File: src/design/cla_pkg.sv
`default_nettype none

// ==========================================================================
// Shared types for the pipelined carry lookahead adder
// ==========================================================================

package cla_pkg;

	// Operation select
	// Subtract forms are x minus y with y inverted in the operand stage
	typedef enum logic [1:0] {
		OP_ADD = 2'b00,
		OP_ADC = 2'b01,
		OP_SUB = 2'b10,
		OP_SBC = 2'b11
	} op_t;

	// One carry status pair
	// Bit 1 is the carry column and bit 0 the sum column
	typedef logic [1:0] cs_t;

	// Status codes emitted by the prefix merge
	// Kill blocks any carry coming from below
	localparam cs_t CS_KILL = 2'b00;
	// Propagate passes the lower status through
	localparam cs_t CS_PROP = 2'b01;
	// Generate produces a carry on its own
	localparam cs_t CS_GEN  = 2'b11;

	// Code 10 only shows up on raw input symbols
	// It comes from a position whose AND bit is set, or from carry-in at position 0
	// The merge decodes it by its carry bit and never emits it

	// Result flags registered with the sum
	typedef struct packed {
		// Carry out of the MSB, or no borrow for subtract
		logic carry;
		// Signed overflow
		logic overflow;
		// Result is all zero
		logic zero;
		// Copy of the result MSB
		logic negative;
	} flags_t;

endpackage

`default_nettype wire

File: src/design/cla_operand_stage.sv
`timescale 1ns/1ps
`default_nettype none

// ==========================================================================
// Operand stage
// Decodes the operation and registers the position status vectors
// ==========================================================================

module cla_operand_stage #(
	parameter int width = 32
) (
	input  logic                 clk,
	input  logic                 rst_n,
	input  logic                 in_valid,
	input  cla_pkg::op_t         op,
	input  logic [width-1:0]     x,
	input  logic [width-1:0]     y,
	input  logic                 carry_in,
	output logic                 stage_valid,
	output logic [width:0]       sym_carry,
	output logic [width:0]       sym_sum
);

	// Operand word and status vector with carry-in at position 0
	typedef logic [width-1:0] word_t;
	typedef logic [width:0]   sym_t;

	logic  invert_y;
	logic  carry_eff;
	word_t y_cond;
	sym_t  carry_next;
	sym_t  sum_next;

	// Operation decode
	always_comb begin
		invert_y  = 1'b0;
		carry_eff = 1'b0;
		unique case (op)
			cla_pkg::OP_ADD: begin
				invert_y  = 1'b0;
				carry_eff = 1'b0;
			end
			cla_pkg::OP_ADC: begin
				invert_y  = 1'b0;
				carry_eff = carry_in;
			end
			// Two's complement negate of y
			cla_pkg::OP_SUB: begin
				invert_y  = 1'b1;
				carry_eff = 1'b1;
			end
			// carry_in high means no borrow
			cla_pkg::OP_SBC: begin
				invert_y  = 1'b1;
				carry_eff = carry_in;
			end
		endcase
	end

	assign y_cond = invert_y ? ~y : y;

	// Position j holds the status of bit j-1
	// Position 0 is the effective carry-in with an empty sum column
	assign carry_next = {x & y_cond, carry_eff};
	assign sum_next   = {x ^ y_cond, 1'b0};

	// Stage valid
	always_ff @(posedge clk or negedge rst_n) begin
		if (!rst_n) begin
			stage_valid <= 1'b0;
		end else begin
			stage_valid <= in_valid;
		end
	end

	// Symbol registers load only with a valid operation
	always_ff @(posedge clk) begin
		if (in_valid) begin
			sym_carry <= carry_next;
			sym_sum   <= sum_next;
		end
	end

endmodule

`default_nettype wire

File: src/design/cla_prefix_resolver.sv
`timescale 1ns/1ps
`default_nettype none

// ==========================================================================
// Parallel-prefix carry status resolver
// One merge level per instance, block size doubles at each level
// Depth grows as log2 of width
// ==========================================================================

module cla_prefix_resolver #(
	// Number of status positions, carry-in included
	parameter int width      = 2,
	// Block size merged at this level
	parameter int block_size = 1
) (
	input  logic [width-1:0] carry,
	input  logic [width-1:0] sum,
	output logic [width-1:0] resolved
);

	// Status merge
	//              | k p g  <- input
	//           ---+------
	//   state  k   | k k g
	//          p   | k p g
	//          g   | k g g
	// Input kill or generate overrides, input propagate passes the state
	function automatic cla_pkg::cs_t cs_merge(
		input cla_pkg::cs_t state,
		input cla_pkg::cs_t in_cs
	);
		cla_pkg::cs_t next_cs;
		if (in_cs[1]) begin
			// Carry column set means generate
			next_cs = cla_pkg::CS_GEN;
		end else if (in_cs[0]) begin
			// Propagate takes the lower status
			if (state[1]) begin
				next_cs = cla_pkg::CS_GEN;
			end else if (state[0]) begin
				next_cs = cla_pkg::CS_PROP;
			end else begin
				next_cs = cla_pkg::CS_KILL;
			end
		end else begin
			next_cs = cla_pkg::CS_KILL;
		end
		return next_cs;
	endfunction

	// Status vectors after this level
	logic [width-1:0] level_carry;
	logic [width-1:0] level_sum;

	// ======================================================================
	// Merge level
	// ======================================================================

	for (genvar i = 0; i < width; i++) begin : g_pos
		// Block of this position and the top position of the block below
		localparam int block_idx = i / block_size;
		localparam int state_idx = block_idx * block_size - 1;

		if ((block_idx % 2) == 0) begin : g_pass
			// Even blocks are already resolved up to this level
			assign level_carry[i] = carry[i];
			assign level_sum[i]   = sum[i];
		end else begin : g_merge
			cla_pkg::cs_t merged;

			// Odd blocks take the status of the last even position below
			assign merged = cs_merge({carry[state_idx], sum[state_idx]},
				{carry[i], sum[i]});
			assign level_carry[i] = merged[1];
			assign level_sum[i]   = merged[0];
		end
	end

	// ======================================================================
	// Next level or end of recursion
	// ======================================================================

	if ((2 * block_size) >= width) begin : g_last
		// Every position now sees position 0
		// The carry column is the carry into each bit
		assign resolved = level_carry;
	end else begin : g_next
		cla_prefix_resolver #(
			.width      (width),
			.block_size (2 * block_size)
		) u_next_level (
			.carry    (level_carry),
			.sum      (level_sum),
			.resolved (resolved)
		);
	end

endmodule

`default_nettype wire

File: src/design/cla_result_stage.sv
`timescale 1ns/1ps
`default_nettype none

// ==========================================================================
// Result stage
// Sum formation, flag logic and output registers
// ==========================================================================

module cla_result_stage #(
	parameter int width = 32
) (
	input  logic                 clk,
	input  logic                 rst_n,
	input  logic                 stage_valid,
	input  logic [width:0]       sym_sum,
	input  logic [width:0]       resolved,
	output logic                 out_valid,
	output logic [width-1:0]     result,
	output cla_pkg::flags_t      flags
);

	typedef logic [width-1:0] word_t;

	word_t           half_sum;
	word_t           carry_into;
	word_t           sum_next;
	cla_pkg::flags_t flags_next;

	// Half sum of bit i sits at status position i+1
	assign half_sum = sym_sum[width:1];

	// Carry into bit i is the resolved carry at position i
	assign carry_into = resolved[width-1:0];

	assign sum_next = half_sum ^ carry_into;

	// ======================================================================
	// Flags
	// ======================================================================

	always_comb begin
		// Carry out of the top bit
		flags_next.carry    = resolved[width];
		// Carry into the MSB differs from carry out
		flags_next.overflow = resolved[width] ^ resolved[width-1];
		flags_next.zero     = (sum_next == '0);
		flags_next.negative = sum_next[width-1];
	end

	// ======================================================================
	// Output registers
	// ======================================================================

	always_ff @(posedge clk or negedge rst_n) begin
		if (!rst_n) begin
			out_valid <= 1'b0;
		end else begin
			out_valid <= stage_valid;
		end
	end

	// Result and flags hold between valid pulses
	always_ff @(posedge clk or negedge rst_n) begin
		if (!rst_n) begin
			result <= '0;
			flags  <= '0;
		end else if (stage_valid) begin
			result <= sum_next;
			flags  <= flags_next;
		end
	end

endmodule

`default_nettype wire

File: src/design/cla_adder_top.sv
`timescale 1ns/1ps
`default_nettype none

// ==========================================================================
// Pipelined carry lookahead adder
// Two clock latency, one operation per clock
// ==========================================================================

module cla_adder_top #(
	parameter int width = 32
) (
	input  logic                 clk,
	input  logic                 rst_n,
	input  logic                 in_valid,
	input  cla_pkg::op_t         op,
	input  logic [width-1:0]     x,
	input  logic [width-1:0]     y,
	input  logic                 carry_in,
	output logic                 out_valid,
	output logic [width-1:0]     result,
	output cla_pkg::flags_t      flags
);

	// Registered status vectors and their resolved carries
	logic             stage_valid;
	logic [width:0]   sym_carry;
	logic [width:0]   sym_sum;
	logic [width:0]   resolved;

	// First clock
	cla_operand_stage #(
		.width (width)
	) u_operand_stage (
		.clk         (clk),
		.rst_n       (rst_n),
		.in_valid    (in_valid),
		.op          (op),
		.x           (x),
		.y           (y),
		.carry_in    (carry_in),
		.stage_valid (stage_valid),
		.sym_carry   (sym_carry),
		.sym_sum     (sym_sum)
	);

	// Combinational tree between the two register stages
	// Carry-in position makes it one wider than the operands
	cla_prefix_resolver #(
		.width (width + 1)
	) u_prefix_resolver (
		.carry    (sym_carry),
		.sum      (sym_sum),
		.resolved (resolved)
	);

	// Second clock
	cla_result_stage #(
		.width (width)
	) u_result_stage (
		.clk         (clk),
		.rst_n       (rst_n),
		.stage_valid (stage_valid),
		.sym_sum     (sym_sum),
		.resolved    (resolved),
		.out_valid   (out_valid),
		.result      (result),
		.flags       (flags)
	);

endmodule

`default_nettype wire

File: config.mk
export PLATFORM = sky130hd
export DESIGN_NAME = cla_adder_top
export DESIGN_NICKNAME = d
export VERILOG_FILES = /design/src/design/cla_pkg.sv /design/src/design/cla_operand_stage.sv /design/src/design/cla_prefix_resolver.sv /design/src/design/cla_result_stage.sv /design/src/design/cla_adder_top.sv
export SDC_FILE = /design/constraint.sdc
export NUM_CORES = 1
export LEC_CHECK = 0
export BUFFER_PORTS_ARGS = -buffer_cell sky130_fd_sc_hd__buf_2
export CAP_MARGIN = 10
export CORE_ASPECT_RATIO = 0.8
export CORE_UTILIZATION = 50
export DETAILED_ROUTE_END_ITERATION = 16
export GPL_TIMING_DRIVEN = 0
export PLACE_DENSITY = 0.8
export SLEW_MARGIN = 20
export SYNTH_ARGS = -nofsm -noshare
export SYNTH_HDL_FRONTEND = slang
export SYNTH_HIERARCHICAL = 1
export SYNTH_SLANG_ARGS = --single-unit
File: constraint.sdc
create_clock -name clk -period 2.9 [get_ports clk]
set_input_delay 0.29 -clock clk [delete_from_list [all_inputs] [get_ports clk]]
set_output_delay 0.29 -clock clk [all_outputs]
set_load 0.01 [all_outputs]
==> qor.yml, run 1 <==
outcome: "finished, violations left"
violations: "setup timing"
htreeDepth: 3
wl_per_cell_um: 16.0
nNetsFinal: 721
netlist_instances: 486
via_per_inst: 5.30
antenna_found_initial: 0
yosys_warnings: 6
top_level_ports: 107
min_period_over_period_pct: 108
clk_pin_slew_ns: 0.07
crit_family: "simple AND/OR/NAND/NOR gates"
cts_root_buffer: "clkbuf_16"
drive_gt1_share_pct: 37.5
clockBufferDepth: 2
die_h_um: 98.5
cp-start-kind: "flip-flop"
start_util_pct: 52.4
track_usage_pct: 21.3
die_area_um2: 12100
grt_max_degree: 67
clock_sinks: 102
hold_path_class: "in -> async"
critPathRequiredTime_ns: 3.18
area_delta_synth_final_pct: 21.9
setup_viol: 3
core.rowCount: 34
critPathMaxFanout: 8
cp-startpoint: "u_operand_stage/sym_carry[16]$_DFFE_PP_"
setup_ws_ns: -0.228
total_leakage_power_nw: 3.08
layout_min_cycle_time_ns: 3.13
cts_tree: "built"
rsz0062_at_grt: "yes"
drc: 0
synth_nets: 588
peakVddDrop_mv: 0.326
r2r_cells: 14
postRouteAntennaNets: 0
n_antenna_cell: 0
fin_tns_setup_ns: -0.467
core_um2: 11100
cpMostUsedCell: "a21o_1"
place_inst: 735
synth_area_um2: 5820
critical_path_class: "reg -> reg"
ctsHoldBuffers: 0
cp_cell_sequence: "o21ai_1 -> nand2b_1 -> or2_1 -> a21o_1 -> or2_4 -> a21o_1 -> or2_1 -> buf_6 -> a21o_1 -> a21o_1 -> xnor2_4 -> nand4_1 -> nor4_2 -> a32o_1"
finalHoldViolations: 0
grt_pass1_vias: 4060
r2r_start: "u_operand_stage/sym_carry[16]$_DFFE_PP_"
relSlewSlack_pct: 43.4
power_mw: 4.10
cp_num_buf_inv: 1
die_width_um: 123
critPathMaxStageDelay_ns: 0.43
vias: 4067
gr-total-overflow: 0
skew_ns: 0.00975
cts_inserted_buffers: 9
dpl.hpwl_um: 8700
dr.pass1.iters: 6
crit_slowest_cell: "edfxtp_1"
wl_um: 12300
worstMarginPinSlew_ns: 0.849
insertion_delay_ns: 0.35
critical_path_depth: 14
drv_slew: 0
syn_area_per_cell_um2: 12.0
crit_arrival_ns: 3.41
maxCapViolCount: 0
place_congestion: 0.806
finalNonFillerCells: 768
cp-end-kind: "flip-flop"
drt_iter0_markers: 285
io_buffers: 105
powerDensity_nw_per_um2: 578
fmax_ghz: 0.320
grt_pass1_wl_um: 19500
==> timing repair <==
item / CTS / global route
setup endpoints to repair: 2 / 7
endpoints found under the hold margin: 0 / 0
setup buffers: 14 / 8
gates resized for setup: 5 / 7
pin swaps: 28 / 21
==> layout by cell type (no fill, tap or decap), types with 10 or more instances in the layout <==
cell,n
a21oi_1,32
a21o_1,83
buf_4,49
edfxtp_1,65
clkbuf_16,10
nor2_1,33
xor2_1,32
dfrtp_1,37
buf_2,108
o21ai_1,15
a21o_2,32
nand2b_1,15
xnor2_1,22
ha_1,32
==> metal layers <==
layer,routed length [um],vias up,global-route usage [%]
li1,-,1973,-
met1,5480,1948,28.1
met2,5980,136,35.0
met3,769,10,4.69
met4,81,0,6.29
met5,0,-,0
==> final cells by class <==
cell class                 count  area [um2]
fill                         833        4010
clock buffer                  11         264
inverter                       1        3.75
buffer                        45         377
sequential                   102        2880
tap                          144         180
clock inverter                 5        40.0
multi-input combinational    333        2650
timing repair buffer         127         701
==> final timing paths <==
kind | endpoint | slack (ns)
max | u_result_stage/flags[1]$_DFFE_PN0P_ | -0.23
min | u_operand_stage/stage_valid$_DFF_PN0_ | 0.04
max reg2reg | u_result_stage/flags[1]$_DFFE_PN0P_ | -0.23
min reg2reg | u_result_stage/out_valid$_DFF_PN0_ | 0.38
max in group asynchronous | u_result_stage/out_valid$_DFF_PN0_ | 2.35
min in group clk | u_operand_stage/sym_sum[3]$_DFFE_PP_ | 0.23
==> sequential cells by signal (all words and copies together), names as in the netlist <==
name / cells
u_result_stage/result: 31
u_operand_stage/stage_valid: 1
u_operand_stage/sym_sum: 32
u_operand_stage/sym_carry: 33
u_result_stage/flags: 4
u_result_stage/out_valid: 1
==> where the power goes <==
| group | switching, mW | internal (mW) |
|---|---|---|
| logic | 0.454 | 0.485 |
| clock network | 0.554 | 0.664 |
| registers | 0.167 | 1.77 |
| total | 1.18 | 2.92 |
==> metrics by stage <==
step	worst slack, ns	hold WS [ns]	utilization (%)	instance area, um2
final	-0.228	0.0391	63.9	7090
after global routing	-0.396	0.0838	63.9	7090
after global placement	-0.320	0.356	59.3	6580
after floorplan	0.00225	-0.00559	-	5880
after detailed placement	-0.398	0.360	59.3	6590
after CTS	-0.242	0.0513	63.0	6990
Power figures use the tool's default switching activity.
==> run 2: changes to the inputs <==
--- a/config.mk
+++ b/config.mk
@@ -5,6 +5,7 @@
 export SDC_FILE = /design/constraint.sdc
 export NUM_CORES = 1
 export LEC_CHECK = 0
+export ABC_AREA = 1
 export BUFFER_PORTS_ARGS = -buffer_cell sky130_fd_sc_hd__buf_2
 export CAP_MARGIN = 10
 export CORE_ASPECT_RATIO = 0.8
==> qor.yml, run 2 <==
die_area_um2: 13300  # was 12100 um2
outcome: "finished, final reports clean"  # was finished, violations left
layout_min_cycle_time_ns: 2.58  # was 3.13 ns
postCtsSetupBuffers: 0  # was 14
grt_use_met3_pct: 4.99  # was 4.69%
critPathMaxStageDelay_ns: 0.43  # about the same
crit_family: "simple AND/OR/NAND/NOR gates"  # unchanged
die_width_um: 129  # was 123 um
start_util_pct: 51.9  # was 52.4%
fmax_ghz: 0.388  # was 0.320 GHz
dr.pass1.iters: 4  # was 6
nNetsFinal: 1060  # was 721
use_met2_pct: 36.3  # was 35.0%
die_h_um: 103  # was 98.5 um
gr-total-overflow: 0  # unchanged
met1_usage_pct: 26.1  # was 28.1%
pre_cts_ws_ns: 0.311  # was -0.398 ns
setup_viol: 0  # was 3
cp-end-kind: "flip-flop"  # unchanged
cp-start-kind: "flip-flop"  # unchanged
cp_num_buf_inv: 2  # was 1
cts_root_buffer: "clkbuf_16"  # unchanged
maxCapViolCount: 0  # unchanged
n_antenna_cell: 0  # unchanged
track_usage_pct: 20.8  # was 21.3%
core.rowCount: 36  # was 34
critical_path_class: "reg -> reg"  # unchanged
powerDensity_nw_per_um2: 521  # was 578 nW/um2
setup.worst_path.end: "u_result_stage/flags[1]$_DFFE_PN0P_"  # unchanged
synth_nets: 944  # was 588
r2r_cells: 19  # was 14
postRouteAntennaNets: 0  # unchanged
total_leakage_power_nw: 4.31  # was 3.08 nW
via_per_inst: 4.61  # was 5.30
cpMostUsedCell: "nand2_1"  # was a21o_1
netlist_instances: 842  # was 486
r2r_start: "u_operand_stage/sym_sum[9]$_DFFE_PP_"  # was u_operand_stage/sym_carry[16]$_DFFE_PP_
grt_pass1_vias: 4744  # was 4060
globalRoute.busiestLayer: "met2"  # unchanged
top_level_ports: 107  # unchanged
crit_slowest_cell: "edfxtp_1"  # unchanged
io_buffers: 105  # unchanged
vias: 5223  # was 4067
drc: 0  # unchanged
layout_commonest_cell: "nand2_1"  # was buf_2
area_delta_synth_final_pct: 16.0  # was 21.9%
grt_pass1_wl_um: 21300  # was 19500 um
core_um2: 12300  # was 11100 um2
wl_um: 12700  # was 12300 um
critPathRequiredTime_ns: 3.18  # about the same
insertion_delay_ns: 0.34  # was 0.35 ns
fin_tns_setup_ns: 0  # was -0.467 ns
hold_path_class: "in -> async"  # unchanged
drive_gt1_share_pct: 19.5  # was 37.5%
fin_util_pct: 60.2  # was 63.9%
final_cell_mix: "nand2_1 (391), inv_1 (136), buf_2 (110)"  # was buf_2 (108), a21o_1 (83), edfxtp_1 (65)
cp-startpoint: "u_operand_stage/sym_sum[9]$_DFFE_PP_"  # was u_operand_stage/sym_carry[16]$_DFFE_PP_
syn_area_per_cell_um2: 7.60  # was 12.0 um2
reg2reg_slack_ns: 0.32  # was -0.23 ns
peakVddDrop_mv: 0.284  # was 0.326 mV
rsz0062_at_grt: "no"  # was yes
grt_max_degree: 67  # unchanged
drt_iter0_markers: 274  # was 285
drv_slew: 0  # unchanged
fill_cells: 1115  # was 833
setup_ws_ns: 0.324  # was -0.228 ns
skew_ns: 0.00594  # was 0.00975 ns
fin_area_um2: 7430  # was 7090 um2
finalNonFillerCells: 1134  # was 768
place_congestion: 0.835  # was 0.806
dpl.hpwl_um: 9680  # was 8700 um
largest_reg_flops: 33  # unchanged
cts_tree: "built"  # unchanged
antenna_found_initial: 0  # unchanged
clock_sinks: 102  # unchanged
clockBufferDepth: 2  # unchanged
crit_arrival_ns: 2.86  # was 3.41 ns
place_inst: 1118  # was 735
finalHoldViolations: 0  # unchanged
wl_per_cell_um: 11.2  # was 16.0 um
reg_top3: "u_operand_stage/sym_carry: 33 flops, u_operand_stage/sym_sum: 32 flops, u_result_stage/result: 31 flops"  # unchanged
relSlewSlack_pct: 44.9  # was 43.4%
critPathMaxFanout: 9  # was 8
r2r-end: "u_result_stage/flags[1]$_DFFE_PN0P_"  # unchanged
largest-register: "u_operand_stage/sym_carry"  # unchanged
min_period_over_period_pct: 88.8  # was 108%
synth_area_um2: 6400  # was 5820 um2
critical_path_depth: 19  # was 14
placed_area_um2: 7140  # was 6590 um2
yosys_warnings: 6  # unchanged
htreeDepth: 3  # unchanged
cts_inserted_buffers: 9  # unchanged
clk_pin_slew_ns: 0.07  # about the same
worstMarginPinSlew_ns: 0.827  # was 0.849 ns
cp_cell_sequence: "nand2_1 -> nand2_1 -> nand2_1 -> nand2_1 -> o21ai_1 -> nand2_1 -> nand2_1 -> nand2_1 -> buf_6 -> nand2_1 -> nand2_1 -> buf_4 -> xnor2_1 -> nand2_1 -> nor2_1 -> nand2_1 -> nor2_1 -> nand2_1 -> nand2_1"  # was o21ai_1 -> nand2b_1 -> or2_1 -> a21o_1 -> or2_4 -> a21o_1 -> or2_1 -> buf_6 -> a21o_1 -> a21o_1 -> xnor2_4 -> nand4_1 -> nor4_2 -> a32o_1
==> run 2: cell count changes in the layout (fill, tap and decap cells not counted), moves of 11 or more <==
cell and change:
xor2_1 -27, a21o_1 -83, nand3_1 +16, a21o_2 -32, buf_4 -11, a21oi_1 -32
nand2b_1 -15, nand2_2 +12, inv_1 +135, nor2_1 -19, nand2_1 +390, o21ai_1 +38
==> run 2: power breakdown <==
part	switching, mW	total (mW)	internal (mW)
Clock	0.510	1.12	0.606
Combinational	0.526	0.892	0.366
Sequential	0.118	1.87	1.75
Total	1.15	3.87	2.72
==> run 2: final cells by class <==
cell class	instances	area (um2)	area share [%]
buffer	51	407	5.47
clock buffer	11	243	3.27
clock inverter	5	33.8	0.455
inverter	138	526	7.07
multi-input combinational	551	2600	35.0
sequential	102	2880	38.7
tap	171	214	2.88
timing repair buffer	105	528	7.11
==> run 2: routing by layer <==
metal | part of all wire [%] | routed length (um)
met5 | 0 | 0
met4 | 0.97 | 123
met3 | 6.1 | 775
met2 | 47 | 5900
met1 | 46 | 5870
==> run 2: worst min-delay path by stage <==
stage / start / endpoint / slack [ns] / depth (start not counted)
after CTS: rst_n / u_result_stage/flags[1]$_DFFE_PN0P_ / 0.07 / 1
after detailed placement: u_operand_stage/stage_valid$_DFF_PN0_ / u_result_stage/out_valid$_DFF_PN0_ / 0.38 / 0
after global placement: u_operand_stage/stage_valid$_DFF_PN0_ / u_result_stage/out_valid$_DFF_PN0_ / 0.36 / 0
after global routing: rst_n / u_result_stage/flags[1]$_DFFE_PN0P_ / 0.12 / 1
after floorplan: rst_n / u_operand_stage/stage_valid$_DFF_PN0_ / -0.006 / 0
final: rst_n / u_result_stage/flags[1]$_DFFE_PN0P_ / 0.04 / 1
==> run 2: timing repair <==
item | CTS | global route
gates resized for setup | 0 | 3
hold buffers | 0 | 0
setup endpoints to repair | 0 | 1
==> run 2: worst reg2reg max path, delay by kind of cell, from the launching register on <==
family | cells | cell delay (ns)
buffers and inverters | 2 | 0.29
AND/OR/NAND/NOR | 15 | 1.36
XOR/XNOR | 1 | 0.25
flip-flops | 1 | 0.43
AO/OA/AOI/OAI | 1 | 0.19
==> run 2: through the flow <==
stage          hold WS (ns)  total power [mW]
2_1_floorplan      -0.00559              2.47
3_3_place_gp          0.364              2.75
3_5_place_dp          0.375              2.79
4_1_cts              0.0705              3.91
5_1_grt               0.118              4.11
6_report             0.0409              3.87
==> run 3: changes to the inputs <==
--- a/config.mk
+++ b/config.mk
@@ -12,7 +12,7 @@
 export CORE_UTILIZATION = 50
 export DETAILED_ROUTE_END_ITERATION = 16
 export GPL_TIMING_DRIVEN = 0
-export PLACE_DENSITY = 0.8
+export PLACE_DENSITY = 0.82
 export SLEW_MARGIN = 20
 export SYNTH_ARGS = -nofsm -noshare
 export SYNTH_HDL_FRONTEND = slang
==> qor.yml, run 3 (synthesized netlist as in run 2, its figures left out) <==
cts_root_buffer: "clkbuf_16"  # unchanged
setup_ws_ns: 0.280  # was 0.324 ns
start_util_pct: 51.9  # unchanged
wl_per_cell_um: 11.6  # was 11.2 um
largest_reg_flops: 33  # unchanged
crit_slowest_cell: "edfxtp_1"  # unchanged
p_comb_share_pct: 22.8  # was 23.0%
drive_gt1_share_pct: 19.3  # was 19.5%
met1_usage_pct: 28.4  # was 26.1%
critPathMaxFanout: 9  # unchanged
fin_tns_setup_ns: 0  # unchanged
reg_top3: "u_operand_stage/sym_carry: 33 flops, u_operand_stage/sym_sum: 32 flops, u_result_stage/result: 31 flops"  # unchanged
cp-end-kind: "flip-flop"  # unchanged
clk_pin_slew_ns: 0.06  # was 0.07 ns
grt_use_met3_pct: 5.35  # was 4.99%
maxCapViolCount: 0  # unchanged
critPathMaxStageDelay_ns: 0.43  # about the same
die_h_um: 103  # unchanged
n_antenna_cell: 0  # unchanged
cts_tree: "built"  # unchanged
drv_slew: 0  # unchanged
internal_power_mw: 2.80  # was 2.72 mW
cp_cell_sequence: "nand2_1 -> nand2_1 -> nand2_1 -> nand2_1 -> o21ai_1 -> nand2_1 -> nand2_1 -> nand2_1 -> buf_6 -> nand2_1 -> nand2_1 -> buf_4 -> xnor2_1 -> nand2_1 -> nor2_1 -> nand2_1 -> nor2_1 -> nand2_1 -> nand2_1"  # unchanged
use_met2_pct: 36.3  # about the same
vias: 5307  # was 5223
p_clk_share_pct: 30.0  # was 28.8%
layout_min_cycle_time_ns: 2.62  # was 2.58 ns
total_leakage_power_nw: 4.33  # was 4.31 nW
rsz0062_at_grt: "no"  # unchanged
place_congestion: 0.814  # was 0.835
clock_sinks: 102  # unchanged
dr.pass1.iters: 5  # was 4
crit_arrival_ns: 2.89  # was 2.86 ns
power_switching_mw: 1.15  # about the same
worstMarginPinSlew_ns: 0.849  # was 0.827 ns
drc: 0  # unchanged
track_usage_pct: 21.5  # was 20.8%
largest-register: "u_operand_stage/sym_carry"  # unchanged
postCtsSetupBuffers: 0  # unchanged
nNetsFinal: 1061  # was 1060
grt_max_degree: 41  # was 67
critical_path_class: "reg -> reg"  # unchanged
core_um2: 12300  # unchanged
clockBufferDepth: 2  # unchanged
wl_um: 13200  # was 12700 um
globalRoute.busiestLayer: "met2"  # unchanged
fill_cells: 1132  # was 1115
postRouteAntennaNets: 0  # unchanged
dpl.hpwl_um: 9910  # was 9680 um
htreeDepth: 3  # unchanged
setup_viol: 0  # unchanged
io_buffers: 105  # unchanged
drt_iter0_markers: 384  # was 274
r2r_cells: 19  # unchanged
top_level_ports: 107  # unchanged
powerDensity_nw_per_um2: 531  # was 521 nW/um2
area_delta_synth_final_pct: 16.5  # was 16.0%
pre_cts_ws_ns: 0.339  # was 0.311 ns
relSlewSlack_pct: 43.4  # was 44.9%
outcome: "finished, final reports clean"  # unchanged
peakVddDrop_mv: 0.292  # was 0.284 mV
ctsHoldBuffers: 0  # unchanged
die_width_um: 129  # unchanged
via_per_inst: 4.68  # was 4.61
min_period_over_period_pct: 90.3  # was 88.8%
fmax_ghz: 0.382  # was 0.388 GHz
cts_inserted_buffers: 9  # unchanged
finalHoldViolations: 0  # unchanged
skew_ns: 0.00691  # was 0.00594 ns
hold_path_class: "in -> async"  # unchanged
gr-total-overflow: 0  # unchanged
critPathRequiredTime_ns: 3.18  # about the same
die_area_um2: 13300  # unchanged
cpMostUsedCell: "nand2_1"  # unchanged
cp-start-kind: "flip-flop"  # unchanged
layout_commonest_cell: "nand2_1"  # unchanged
core.rowCount: 36  # unchanged
grt_pass1_vias: 4876  # was 4744
p_seq_share_pct: 47.2  # was 48.2%
antenna_found_initial: 0  # unchanged
insertion_delay_ns: 0.34  # about the same
final_cell_mix: "nand2_1 (392), inv_1 (136), buf_2 (110)"  # was nand2_1 (391), inv_1 (136), buf_2 (110)
cts.repair.resized: 0  # unchanged
switching_share_pct: 29.2  # was 29.8%
grt_pass1_wl_um: 22100  # was 21300 um
==> run 3: changes by cell type in the layout (fill, tap and decap cells not counted), sizes merged <==
cell	delta
buf	+1
clkinv	-1
inv	-1
clkbuf	+1
bufinv	+1
==> run 3: area by class of cell <==
class	count	area, um2	share of cell area, %
buffer	51	407	5.45
clock buffer	12	246	3.30
clock inverter	4	46.3	0.621
inverter	138	526	7.04
multi-input combinational	551	2590	34.8
sequential	102	2880	38.6
tap	171	214	2.87
timing repair buffer	106	548	7.35
==> run 3: path summary, 6_finish.rpt <==
kind                                                           to                                  start  slack [ns]
min reg2reg                    u_result_stage/out_valid$_DFF_PN0_  u_operand_stage/stage_valid$_DFF_PN0_        0.38
max reg2reg                   u_result_stage/flags[1]$_DFFE_PN0P_   u_operand_stage/sym_sum[9]$_DFFE_PP_        0.28
max in group asynchronous   u_result_stage/result[29]$_DFFE_PN0P_                                  rst_n        2.31
min                         u_result_stage/result[16]$_DFFE_PN0P_                                  rst_n        0.06
min in group clk           u_operand_stage/sym_carry[0]$_DFFE_PP_                               carry_in        0.24
max                           u_result_stage/flags[1]$_DFFE_PN0P_   u_operand_stage/sym_sum[9]$_DFFE_PP_        0.28
==> run 3: worst max-delay path: cells and delay by family, from the launching register on <==
family / cells / cell delay [ns]
DFF: 1 / 0.43
and+or+nand+nor: 15 / 1.41
buffers and inverters: 2 / 0.27
xor gates and xnor gates: 1 / 0.27
AOI/OAI and AO/OA: 1 / 0.19
==> run 3: power groups by stage <==
stage          logic [mW]  registers [mW]  clock network, mW
5_1_grt              1.04            1.89               1.28
3_5_place_dp        0.896            1.90                  0
6_report            0.902            1.87               1.19
2_1_floorplan       0.565            1.90                  0
4_1_cts             0.905            1.87               1.22
3_3_place_gp        0.861            1.89                  0
==> run 3: layer usage <==
metal | wire [um] | up-vias
li1 | - | 2767
met1 | 6050 | 2396
met2 | 6170 | 132
met3 | 854 | 12
met4 | 117 | 0
met5 | 0 | -
==> run 3: per-stage QoR <==
stage / utilization [%] / total power, mW / std cells / cell area (um2) / hold slack, ns
2_1_floorplan: - / 2.47 / 842 / 6400 / -0.00559
3_3_place_gp: 57.9 / 2.75 / 1118 / 7140 / 0.361
3_5_place_dp: 58.0 / 2.79 / 1119 / 7160 / 0.369
4_1_cts: 60.4 / 4.00 / 1135 / 7460 / 0.0825
5_1_grt: 60.4 / 4.21 / 1135 / 7460 / 0.119
6_report: 60.4 / 3.96 / 1135 / 7460 / 0.0573
